`config.mk`:
```
export PLATFORM = sky130hd
export DESIGN_NAME = uart_rx_top
export DESIGN_NICKNAME = d
export VERILOG_FILES = /design/src/uart_rx_pkg.sv /design/src/rx_fifo_rd_if.sv /design/src/uart_rx_apb.sv /design/src/uart_rx_fifo.sv /design/src/uart_rx_sampler.sv /design/src/uart_rx_top.sv
export SDC_FILE = /design/constraint.sdc
export NUM_CORES = 1
export LEC_CHECK = 0
export BUFFER_PORTS_ARGS = -buffer_cell sky130_fd_sc_hd__clkbuf_2
export CORE_MARGIN = 2
export CORE_UTILIZATION = 50
export CTS_CLUSTER_SIZE = 25
export DETAILED_ROUTE_END_ITERATION = 6
export PLACE_DENSITY = 0.73
export SYNTH_ARGS = -nofsm -noshare
export SYNTH_HDL_FRONTEND = slang
export SYNTH_HIERARCHICAL = 1
export SYNTH_SLANG_ARGS = --single-unit
```
`constraint.sdc`:
```
create_clock -name baud_rx_clock -period 11.2 [get_ports baud_rx_clock]
set_input_delay 0.56 -clock baud_rx_clock [delete_from_list [all_inputs] [get_ports baud_rx_clock]]
set_output_delay 0.56 -clock baud_rx_clock [all_outputs]
set_load 0.01 [all_outputs]
```
`src/uart_rx_pkg.sv`:
```
`default_nettype none

package uart_rx_pkg;

	// ====================
	// serial timing
	localparam int OVERSAMPLE = 16;    // baud_rx_clock ticks per bit
	localparam int MID_SAMPLE = 7;     // start bit recheck point
	localparam int DATA_BITS  = 8;

	// ====================
	// receive buffer
	localparam int FIFO_DEPTH = 32;
	localparam int FIFO_AW    = 5;
	localparam int LEVEL_W    = 6;     // counts 0..FIFO_DEPTH
	localparam int ENTRY_W    = 9;     // {frame_err, data}

	// ====================
	// register map
	localparam logic [3:0] ADDR_RXDATA = 4'h0;
	localparam logic [3:0] ADDR_STATUS = 4'h4;

	typedef enum logic [1:0] {
		IDLE  = 2'b00,
		START = 2'b01,
		DATA  = 2'b10,
		STOP  = 2'b11
	} rx_state_t;

endpackage

`default_nettype wire

```
`src/rx_fifo_rd_if.sv`:
```
`timescale 1ns/1ps
`default_nettype none

interface rx_fifo_rd_if;
	import uart_rx_pkg::*;

	logic               pop;
	logic [ENTRY_W-1:0] rdata;         // head entry, show-ahead
	logic               empty;
	logic [LEVEL_W-1:0] level;
	logic               overrun;
	logic               overrun_clr;

	modport fifo (
		input  pop, overrun_clr,
		output rdata, empty, level, overrun
	);

	modport reader (
		output pop, overrun_clr,
		input  rdata, empty, level, overrun
	);

endinterface

`default_nettype wire

```
`src/uart_rx_apb.sv`:
```
`timescale 1ns/1ps
`default_nettype none

module uart_rx_apb (
	input  wire                                           baud_rx_clock,
	input  wire                                           i_reset,
	input  wire                                           i_psel,
	input  wire                                           i_penable,
	input  wire                                           i_pwrite,
	input  wire  [$bits(uart_rx_pkg::ADDR_RXDATA)-1:0]    i_paddr,
	input  wire  [31:0]                                   i_pwdata,
	output logic [31:0]                                   o_prdata,
	output logic                                          o_pready,
	output logic                                          o_pslverr,
	rx_fifo_rd_if.reader                                  rd
);
	import uart_rx_pkg::*;

	logic access;
	logic acc_q;
	logic acc_first;
	logic rd_rxdata;
	logic rd_status;
	logic wr_status;

	// ====================
	// access decode
	assign access    = i_psel && i_penable;
	assign acc_first = access && !acc_q;  // side effects fire once per transfer
	assign rd_rxdata = access && !i_pwrite && (i_paddr == ADDR_RXDATA);
	assign rd_status = access && !i_pwrite && (i_paddr == ADDR_STATUS);
	assign wr_status = access && i_pwrite && (i_paddr == ADDR_STATUS);

	always_ff @(posedge baud_rx_clock) begin
		if (i_reset) begin
			acc_q <= 1'b0;
		end else begin
			acc_q <= access;
		end
	end

	assign o_pready  = 1'b1;  // no wait states
	assign o_pslverr = access && !(rd_rxdata || rd_status || wr_status);

	// ====================
	// fifo side
	assign rd.pop         = rd_rxdata && acc_first && !rd.empty;
	assign rd.overrun_clr = wr_status && acc_first && i_pwdata[8];

	// read data, zero outside a legal read
	always_comb begin
		o_prdata = '0;
		if (rd_rxdata && !rd.empty) begin
			o_prdata = 32'({1'b1, rd.rdata});            // valid, frame_err, byte
		end else if (rd_status) begin
			o_prdata = 32'({rd.overrun, 2'b00, rd.level});
		end
	end

endmodule

`default_nettype wire

```
`src/uart_rx_fifo.sv`:
```
`timescale 1ns/1ps
`default_nettype none

module uart_rx_fifo (
	input  wire        baud_rx_clock,
	input  wire        i_reset,
	input  wire        i_push,
	input  wire  [7:0] i_byte,
	input  wire        i_frame_err,
	rx_fifo_rd_if.fifo rd
);
	import uart_rx_pkg::*;

	logic [ENTRY_W-1:0] mem [FIFO_DEPTH];
	logic [FIFO_AW-1:0] wr_ptr;
	logic [FIFO_AW-1:0] rd_ptr;
	logic [LEVEL_W-1:0] level;
	logic               overrun;
	logic               full;
	logic               empty;
	logic               do_push;
	logic               do_pop;

	assign full    = (level == LEVEL_W'(FIFO_DEPTH));
	assign empty   = (level == '0);
	assign do_push = i_push && !full;  // a push while full is lost
	assign do_pop  = rd.pop && !empty;

	always_ff @(posedge baud_rx_clock) begin
		if (do_push) begin
			mem[wr_ptr] <= {i_frame_err, i_byte};
		end
	end

	// ====================
	// pointers and level
	always_ff @(posedge baud_rx_clock) begin
		if (i_reset) begin
			wr_ptr <= '0;
			rd_ptr <= '0;
			level  <= '0;
		end else begin
			if (do_push) begin
				wr_ptr <= wr_ptr + 1'b1;   // depth is a power of two
			end
			if (do_pop) begin
				rd_ptr <= rd_ptr + 1'b1;
			end
			case ({do_push, do_pop})
				2'b10:   level <= level + 1'b1;
				2'b01:   level <= level - 1'b1;
				default: level <= level;
			endcase
		end
	end

	// sticky until cleared, a new overrun wins over the clear
	always_ff @(posedge baud_rx_clock) begin
		if (i_reset) begin
			overrun <= 1'b0;
		end else if (i_push && full) begin
			overrun <= 1'b1;
		end else if (rd.overrun_clr) begin
			overrun <= 1'b0;
		end
	end

	assign rd.rdata   = mem[rd_ptr];
	assign rd.empty   = empty;
	assign rd.level   = level;
	assign rd.overrun = overrun;

endmodule

`default_nettype wire

```
`src/uart_rx_sampler.sv`:
```
`timescale 1ns/1ps
`default_nettype none

module uart_rx_sampler (
	input  wire        baud_rx_clock,
	input  wire        i_reset,
	input  wire        i_rx,
	output logic       o_push,
	output logic [7:0] o_byte,
	output logic       o_frame_err
);
	import uart_rx_pkg::*;

	logic                 rx_meta;
	logic                 rx_sync;
	rx_state_t            state;
	logic [3:0]           tick;
	logic [2:0]           bit_idx;
	logic [DATA_BITS-1:0] shift;
	logic                 bit_tick;

	// ====================
	// line synchronizer
	always_ff @(posedge baud_rx_clock) begin
		if (i_reset) begin
			rx_meta <= 1'b1;               // idle line is high
			rx_sync <= 1'b1;
		end else begin
			rx_meta <= i_rx;
			rx_sync <= rx_meta;
		end
	end

	assign bit_tick = (tick == 4'(OVERSAMPLE - 1));

	// ====================
	// frame FSM
	always_ff @(posedge baud_rx_clock) begin
		if (i_reset) begin
			state   <= IDLE;
			tick    <= '0;
			bit_idx <= '0;
		end else begin
			case (state)
				IDLE: begin
					if (!rx_sync) begin
						state <= START;
						tick  <= 4'd1;         // the edge cycle is tick 0
					end
				end
				START: begin
					if (tick == 4'(MID_SAMPLE)) begin
						tick    <= '0;
						bit_idx <= '0;
						if (rx_sync) begin
							state <= IDLE;     // glitch, line went back high
						end else begin
							state <= DATA;
						end
					end else begin
						tick <= tick + 4'd1;
					end
				end
				DATA: begin
					tick <= tick + 4'd1;       // wraps to 0 after each sample
					if (bit_tick) begin
						bit_idx <= bit_idx + 3'd1;
						if (bit_idx == 3'(DATA_BITS - 1)) begin
							state <= STOP;
						end
					end
				end
				STOP: begin
					tick <= tick + 4'd1;
					if (bit_tick) begin
						state <= IDLE;
					end
				end
				default: begin
					state <= IDLE;
				end
			endcase
		end
	end

	// lsb arrives first, so shift in from the top
	always_ff @(posedge baud_rx_clock) begin
		if (state == DATA && bit_tick) begin
			shift <= {rx_sync, shift[DATA_BITS-1:1]};
		end
	end

	// ====================
	// byte out
	assign o_push      = (state == STOP) && bit_tick;  // stop sample cycle
	assign o_byte      = shift;
	assign o_frame_err = !rx_sync;                     // stop bit must be high

endmodule

`default_nettype wire

```
`src/uart_rx_top.sv`:
```
`timescale 1ns/1ps
`default_nettype none

module uart_rx_top (
	input  wire                                           baud_rx_clock,
	input  wire                                           i_reset,
	input  wire                                           i_rx,
	input  wire                                           i_psel,
	input  wire                                           i_penable,
	input  wire                                           i_pwrite,
	input  wire  [$bits(uart_rx_pkg::ADDR_STATUS)-1:0]    i_paddr,
	input  wire  [31:0]                                   i_pwdata,
	output logic [31:0]                                   o_prdata,
	output logic                                          o_pready,
	output logic                                          o_pslverr
);

	logic       push;
	logic [7:0] rx_byte;
	logic       frame_err;

	rx_fifo_rd_if fifo_rd ();

	uart_rx_sampler u_sampler (
		.baud_rx_clock (baud_rx_clock),
		.i_reset       (i_reset),
		.i_rx          (i_rx),
		.o_push        (push),
		.o_byte        (rx_byte),
		.o_frame_err   (frame_err)
	);

	uart_rx_fifo u_fifo (
		.baud_rx_clock (baud_rx_clock),
		.i_reset       (i_reset),
		.i_push        (push),
		.i_byte        (rx_byte),
		.i_frame_err   (frame_err),
		.rd            (fifo_rd.fifo)
	);

	uart_rx_apb u_apb (
		.baud_rx_clock (baud_rx_clock),
		.i_reset       (i_reset),
		.i_psel        (i_psel),
		.i_penable     (i_penable),
		.i_pwrite      (i_pwrite),
		.i_paddr       (i_paddr),
		.i_pwdata      (i_pwdata),
		.o_prdata      (o_prdata),
		.o_pready      (o_pready),
		.o_pslverr     (o_pslverr),
		.rd            (fifo_rd.reader)
	);

endmodule

`default_nettype wire
```
Word-level counts from Yosys, hierarchy flattened

Memory sizes are Yosys's and may differ from the RTL's. A register that Yosys moved wholly into a read port is not among the register bits.
Index checks and enable logic that the tools add are counted.

Memories: 1
Bits in writable memories: 288
Register bits after elaboration: 37
Output and inout port bits: 34
Input port bits: 42
Word-level logic and storage cells: 90

Memories:

| name       | depth | width | rd ports | clocked after Yosys merged registers in | wr ports | RTL line           | text |
|---|---|---|---|---|---|---|---|
| u_fifo.mem | 32    | 9     | 1        | 1                                       | 1        | uart_rx_fifo.sv:14 | `logic [ENTRY_W-1:0] mem [FIFO_DEPTH];` |

Reduce and logical (&&, ||, !) cells: 35
Mux-type cells: 22
Add/sub/neg operators: 6
Eq/ne operators: 15

Operator list:

| operator                                                                | count |
|---|---|
| 32-bit two-way mux                                                      | 1 |
| 1-bit logical AND                                                       | 18 |
| 2-bit two-way mux                                                       | 6 |
| 4-bit case mux with 3 select lines                                      | 1 |
| 6-bit case mux with 2 select lines                                      | 1 |
| 5-bit by 1-bit adder with 5-bit output, second input constant           | 2 |
| 5-bit two-way mux                                                       | 2 |
| 9-bit two-way mux                                                       | 1 |
| 4-bit by 3-bit == test with 1-bit output, second input constant         | 2 |
| 4-bit two-way mux                                                       | 2 |
| 2-bit by 1-bit inequality test with 1-bit output, second input constant | 4 |
| 2-bit case mux with 4 select lines                                      | 1 |
| 6-bit by 1-bit adder with 6-bit output, second input constant           | 1 |
| 2-bit == test, second input constant                                    | 3 |
| 6-bit == test, second input constant                                    | 1 |
| 1-bit zero test                                                         | 6 |
| 6-bit zero test                                                         | 1 |
| 3-bit two-way mux                                                       | 2 |
| 3-bit case mux with 2 select lines                                      | 1 |
| 2-bit nonzero test                                                      | 3 |
| 6-bit by 1-bit subtractor with 6-bit output, second input constant      | 1 |
| 5-bit AND reduction                                                     | 1 |
| 4-bit by 1-bit adder with 4-bit output, second input constant           | 1 |
| 2-bit by 1-bit == test with 1-bit output, second input constant         | 2 |
| 10 further kinds                                                        | 14 |

Logic depth before layout (Yosys ltp)

Gate-level depths: netlist of the first run.

Word-level depth: 8
Depth in mapped cells: 16
Gate-level depth less buffers: 13

Hierarchy

Netlist of the first run, hierarchy kept.

Modules (own cells, without submodules):

| module          | cells each | sequential area each (um2) | times used | area an instance (um2) |
|---|---|---|---|---|
| uart_rx_fifo    | 683        | 9,088.7                    | 1          | 12,298.0 |
| uart_rx_sampler | 75         | 460.4                      | 1          | 833.3 |
| uart_rx_apb     | 66         | 20.0                       | 1          | 528.0 |

Worst setup path after synthesis of the first run

OpenSTA, ideal clock, no wires.

Kind: register to register
Start point: reg u_fifo.level[1], in the netlist u_fifo/rd.level[1]
End point: reg u_fifo.level[4], in the netlist u_fifo/rd.level[4]
Buffers on the path: 3
Cell stages (with the launch flop): 17
Arrival time: 3.406 ns
Path slack: 7.673 ns
Library setup time: 0.121 ns
Period minus slack after synthesis: 3.527 ns
Required time: 11.079 ns
Cell sequence: dfxtp_1 > buf_6 > or4_4 > buf_6 > nor3_1 > or2_4 > nor4_2 > o31ai_4 > inv_1 > ha_1 > clkbuf_1 > xor2_1 > ha_1 > a21oi_1 > a22oi_1 > a31oi_1 > mux2_2

Longest elaborated chain between the ends: 6
Elaborated cells between the ends (all ways): 13
Those cells by class: 2 x add/sub; 3 x eq/ne; 1 x mux; 7 x reduce/logical

Ends and longest elaborated chain:

| what                                                                             | RTL line           | text |
|---|---|---|
| from (decl)                                                                      | uart_rx_fifo.sv:17 | `logic [LEVEL_W-1:0] level;` |
| from (signal assigned)                                                           | uart_rx_fifo.sv:50 | `2'b10: level <= level + 1'b1;` |
| from (signal assigned)                                                           | uart_rx_fifo.sv:51 | `2'b01: level <= level - 1'b1;` |
| from (signal assigned)                                                           | uart_rx_fifo.sv:52 | `default: level <= level;` |
| 6-bit zero test (*)                                                              | uart_rx_fifo.sv:25 | `assign empty = (level == '0);` |
| via fifo_rd.empty                                                                | rx_fifo_rd_if.sv:9 | `logic empty;` |
| 1-bit zero test (*)                                                              | uart_rx_apb.sv:47  | `assign rd.pop = rd_rxdata && acc_first && !rd.empty;` |
| 1-bit logical AND (*)                                                            | uart_rx_apb.sv:47  |  |
| via fifo_rd.pop                                                                  | rx_fifo_rd_if.sv:7 | `logic pop;` |
| 1-bit logical AND (*)                                                            | uart_rx_fifo.sv:27 | `assign do_pop = rd.pop && !empty;` |
| 2-bit by 1-bit == test with 1-bit output / 2-bit == test (equally long branches) | uart_rx_fifo.sv:49 | `case ({do_push, do_pop})` |
| 6-bit case mux with 2 select lines / 2-bit nonzero test (equally long branches)  | -                  |  |

Mark *: on every way through the listed nets, which the timed path passes. The rest lies on a longest branch.
A chain may end at the register's enable or synchronous reset.

==> results.cfg, run 1 <==
[status]
status = finished clean

[floorplanning]
std_cell_rows = 60
dieHeight_microns = 169
core_area_sq_mm = 0.0269
pin_count = 76
start_util_pct = 50.8
die-area_sq_mm = 0.0287
die_x_microns = 169

[power]
p_leak_nw = 4.62
internal_power_mw = 1.98
ir_drop_v = 0.000110
power_switching_uw = 449
p_per_area_mw_per_mm2 = 162
sw_frac_of_total_pct = 18.5
combinationalPowerShare_pct = 0.6
clockPowerShare_pct = 44.8
power_frac_seq_pct = 54.6

[worst_setup_path]
required_ns = 10.64
worst-path-max-fanout = 67
worst_path_largest_cell_delay_ns = 0.92
crit_arrival_ns = 4.10
worst-setup-path-type = reg -> out
path_cells = buf_4, mux4_2, a22o_1, a221oi_1, nand3_1, inv_1, nor4_2, clkbuf_2
start_kind = register
cp_slowest_cell = buf_4
crit_path_end_kind = primary output

[sta]
fin_crit_ns = 4.66
finalSetupTns_ns = 0
finClkSkew_ns = 0.00906
rsz0062_at_grt = false
slew_viol_final = 0
setup_violations = 0
fin_ws_ns = 6.54
period_share_pct = 41.6
hold_viol = 0
tightest_slew_ns = 1.24
slew_headroom_pct = 17.2
max_clock_freq_mhz = 215

[final_layout]
fin_nets = 893
n_fill_cell = 2035
diodes = 0
drive_above_1_share_pct = 16.6
area_growth_syn_to_layout_pct = 9.77

[global_routing]
antenna_found_initial = 0
grt_max_degree = 68
grt_pass1_vias = 6969
grt_overflow = 0
grt_pass1_wl_microns = 40800
grtUsageTotal_pct = 19.0

[routing]
wl_per_cell_microns = 22.4
drc = 0
antenna_left = 0
viasPerCell = 5.98
drtIter0Drc = 609
dr.pass1.iters = 5
vias = 7200
wl_microns = 27000

[placed_design]
port_buffers = 21
gp_congestion = 0.778
hpwl_microns = 15800
pre_cts_slack_ns = 7.12

[yosys]
synth_top_cell_area_share_pct = 65.1
synthDistinctLibCells = 67
synth-main-ff-cell = edfxtp_1
async_flop_share_pct = 0
synth.most_common_cell = edfxtp_1
ys_ff_latch = 330
synth.avg_cell_area_sq_um = 16.6
syn_area_sq_mm = 0.0137
synth_edf_count = 296
syn_inst = 824
synth_warnings = 6
yosys.area.top_type = edfxtp_1
yosys-top-cells-area = edfxtp_1 65%, mux4_2 5.9%, mux2i_1 5.4%
ys_seq_area_share_pct = 70.1
yosys-top-cells-count = 296 x edfxtp_1, 74 x mux2i_1, 56 x nor2_1

[cts]
cts_root_buf = clkbuf_16
clk_pin_slew_worst_paths_ns = 0.06
cts_resized = 0
cts_tree = yes
clk_path_buf_depth = 3
post_cts_buffers = 0
postCtsHoldBufs = 0
clock_sinks = 330
insertion_delay_ns = 0.50
htree_num_levels = 2
cts_buffers = 35

[run]
maxCapViolations = 0

[worst_hold_path]
hp-class = in -> reg
cell families after synthesis:
logic type / synth area share (%)
flops: 70.1
simple gates: 7.47
mux: 11.6
compound gates: 5.84
buf+inv: 3.26
fa+ha+maj: 1.01
xor+xnor: 0.705
other cells: 0.0550
layout make-up:
cell class / instances / area [sq um] / share of cell area (%)
inverter: 10 / 38.8 / 0.259
clock inverter: 12 / 120 / 0.801
sequential: 330 / 9570 / 63.9
multi-input combinational: 438 / 3730 / 24.9
timing repair buffer: 25 / 135 / 0.901
clock buffer: 49 / 971 / 6.48
tap: 341 / 427 / 2.85
critical path: cells and delay by family (launching register included):
kind	cells	cell delay, ns
AOI/OAI and AO/OA	2	0.75
buffers and inverters	3	1.18
DFF	1	0.83
muxes	1	0.43
and+or+nand+nor	2	0.27
power by group through the flow:
stage	Combinational [mW]	Sequential [mW]	Clock, mW
detailed placement	0.0153	1.35	0
floorplan	0.0176	1.35	0
global placement	0.0150	1.35	0
global route	0.0173	1.32	1.15
finish	0.0153	1.32	1.09
CTS	0.0153	1.32	1.11
layout by cell type (no fill, tap or decap), types with 5 or more instances in the layout:
master,n
a22oi_1,40
xor2_1,9
clkbuf_16,37
or3b_2,9
nand3_1,36
ha_1,11
a31oi_1,7
a211oi_2,7
a22o_1,9
nor2_1,56
conb_1,23
clkinv_1,5
a21oi_1,8
nand3b_1,9
nand2_1,18
mux4_2,36
clkbuf_1,12
nor2b_1,5
a221oi_1,9
edfxtp_1,296
clkbuf_2,21
mux2i_1,74
inv_1,9
dfxtp_1,32
per-stage QoR:
step / hold slack (ns) / power [mW] / std cells / cell area, sq um / util [%]
6_report: 0.236 / 2.43 / 1205 / 15000 / 55.8
5_1_grt: 0.219 / 2.50 / 1205 / 15000 / 55.8
4_1_cts: 0.214 / 2.45 / 1205 / 15000 / 55.8
3_5_place_dp: 0.392 / 1.37 / 1144 / 13900 / 51.7
3_3_place_gp: 0.388 / 1.37 / 1144 / 13900 / 51.7
2_1_floorplan: 0.383 / 1.37 / 845 / 13700 / -
registers in the layout (all words and copies together) (netlist names), named ones only:
register           flops
u_sampler/rx_meta      1
u_sampler/state        1
u_sampler/o_byte       8
u_sampler/bit_idx      3
u_apb/acc_q            1
u_sampler/rx_sync      1
u_sampler/tick         4
u_fifo/rd.level        6
u_fifo/mem           288
u_fifo/rd_ptr          5
u_fifo/wr_ptr          5
u_fifo/rd.overrun      1
path summary, 6_finish.rpt:
kind	start	end	slack [ns]	cells after the start
min reg2reg	u_sampler/rx_meta	u_sampler/rx_sync	0.40	1
max reg2reg	u_fifo/rd.level[3]	u_fifo/rd.level[4]	7.17	12
max	register	o_prdata[6]	6.54	8
min	i_rx	u_sampler/rx_meta	0.24	2
routing by layer:
metal | share of wire (%) | up-vias | global-route usage, %
li1 | - | 3245 | -
met1 | 44 | 3621 | 27.1
met2 | 47 | 286 | 29.5
met3 | 7.2 | 48 | 3.85
met4 | 2.3 | 0 | 6.17
met5 | 0 | - | 0
Note: power is estimated with default switching activity, not from simulation.
==> run 2: changes to the inputs <==
- clock period: 11.2 -> 4.3 ns (I/O delays scaled with it)
==> run 2 against run 1 <==
The flow now finishes with violations (design-rule violations). Sequential share of layout area shrank 0.65 points. Register-to-register slack worse by 6.7 ns. Critical path type is now reg -> reg. Highest routed layer unchanged. Largest cell class unchanged. Via count is 2.3% higher. Critical path depth rose by 5. Core utilization grew 0.58 points. First-iteration DRC count rose by 41%. Non-clock buffer count is 11 higher. Global-route usage increased by 1.0 points.
==> results.cfg, run 2 (same netlist as run 1, synthesis figures left out) <==
[placed_design]
gp_congestion = 0.802
postPlaceCellArea_sq_mm = 0.0140
hpwl_microns = 16600
port_buffers = 21

[worst_setup_path]
crit_path_end_kind = register
worst_path_largest_cell_delay_ns = 0.55
path_cells = or4_4, nor3_1, or2_4, nor4_2, o31ai_4, inv_1, ha_1, xor2_1, ha_1, a21oi_1, a22oi_1, a31oi_1, mux2_2
reg2reg_from = u_fifo/rd.level[2]
start_kind = register
crit_arrival_ns = 4.26
endpoint = u_fifo/rd.level[4]
r2r-end = u_fifo/rd.level[4]
path_buf_inv = 1
r2r_slack_ns = 0.43
cp_slowest_cell = nor4_2
critPathTopFamily = simple AND/OR/NAND/NOR gates
worst-path-max-fanout = 12
cp.depth = 13
cpMostUsedCell = ha_1
required_ns = 4.70
r2r_cells = 13
worst-setup-path-type = reg -> reg
critPathLaunch = u_fifo/rd.level[2]

[status]
status = finished with violations
violations = design-rule violations

[power]
power_frac_seq_pct = 53.6
ir_drop_v = 0.000248
internal_power_mw = 5.25
combinationalPowerShare_pct = 0.7
power_switching_mw = 1.19
finalPower_mw = 6.44
p_leak_nw = 4.71
p_per_area_mw_per_mm2 = 425
clockPowerShare_pct = 45.8
sw_frac_of_total_pct = 18.5

[sta]
tightest_slew_ns = 1.24
hold_viol = 0
fin_crit_ns = 3.87
hold_ws_ns = 0.296
finalSetupTns_ns = 0
finClkSkew_ns = 0.0127
slew_viol_final = 0
rsz0062_at_grt = false
setup_violations = 0
period_share_pct = 89.9
max_clock_freq_mhz = 259
slew_headroom_pct = 17.1

[routing]
drtIter0Drc = 857
wl_microns = 28200
wl_per_cell_microns = 23.2
viasPerCell = 6.06
antenna_left = 0
dr.pass1.iters = 7
drc = 9
vias = 7369

[cts]
post_cts_buffers = 0
clock_sinks = 330
clk_path_buf_depth = 3
cts_tree = yes
htree_num_levels = 2
insertion_delay_ns = 0.51
postCtsHoldBufs = 3
cts_buffers = 34
cts_resized = 0
cts_root_buf = clkbuf_16
clk_pin_slew_worst_paths_ns = 0.06

[final_layout]
n_fill_cell = 2058
final_cell_mix = 296 x edfxtp_1, 74 x mux2i_1, 56 x nor2_1
area_growth_syn_to_layout_pct = 10.9
largest_register_ffs = 288
final_util_pct = 56.4
drive_above_1_share_pct = 17.9
diodes = 0
multiInputGateArea_sq_mm = 0.00373
layout_commonest_cell = edfxtp_1
ff_latch_area_sq_mm = 0.00957
fin_nets = 903
top_register = u_fifo/mem
final_cell_area_sq_mm = 0.0151

[floorplanning]
pin_count = 76
dieHeight_microns = 169
std_cell_rows = 60
die_x_microns = 169
die-area_sq_mm = 0.0287
core_area_sq_mm = 0.0269
start_util_pct = 50.8

[global_routing]
grt_overflow = 0
grt_pass1_wl_microns = 43100
grtUsageTotal_pct = 20.0
grt_pass1_vias = 7277
antenna_found_initial = 0
grt_max_degree = 55

[worst_hold_path]
hp-class = in -> reg
whs_path_depth = 6

[run]
maxCapViolations = 0
run 2: power groups by stage:
stage	clock network [mW]	logic, mW	registers (mW)
after floorplan	0	0.0459	3.52
after global placement	0	0.0395	3.52
after detailed placement	0	0.0401	3.52
after CTS	2.99	0.0424	3.45
after global routing	3.12	0.0482	3.45
final	2.95	0.0423	3.45
run 2: metrics by stage:
step,worst slack (ns),cells
floorplan,0.773,845
global placement,0.566,1152
detailed placement,0.467,1152
CTS,0.469,1217
global route,0.0848,1217
finish,0.433,1217
run 2: cell type report:
type                    count  area share (%)
clock buffers              50            6.57
flip-flops and latches    330            63.2
clock inverters            12           0.900
repair buffers             36            1.65
well taps                 341            2.82
inverters                  10           0.256
multi-input cells         438            24.6
run 2: worst register-to-register path, stage by stage, from the launching register on:
cell,delay [ns]
dfxtp_1,0.54
or4_4,0.27
nor3_1,0.13
or2_4,0.31
nor4_2,0.55
o31ai_4,0.19
inv_1,0.12
ha_1,0.41
xor2_1,0.12
ha_1,0.19
a21oi_1,0.23
a22oi_1,0.13
a31oi_1,0.21
mux2_2,0.35
run 2: how the worst min path moves through the flow:
stage / from / to / slack [ns]
2_1_floorplan: i_reset / u_apb/acc_q / 0.29
3_3_place_gp: u_sampler/rx_meta / u_sampler/rx_sync / 0.39
3_5_place_dp: i_rx / u_sampler/rx_meta / 0.40
4_1_cts: i_pwdata[8] / u_fifo/rd.overrun / 0.25
5_1_grt: i_pwdata[8] / u_fifo/rd.overrun / 0.34
6_report: i_pwdata[8] / u_fifo/rd.overrun / 0.30
run 2: per-layer routing:
layer	wire (microns)	global-route usage (%)	up-vias
li1	-	-	3277
met1	11900	28.0	3725
met2	13400	31.4	319
met3	2270	4.27	48
met4	712	6.69	0
met5	0	0	-
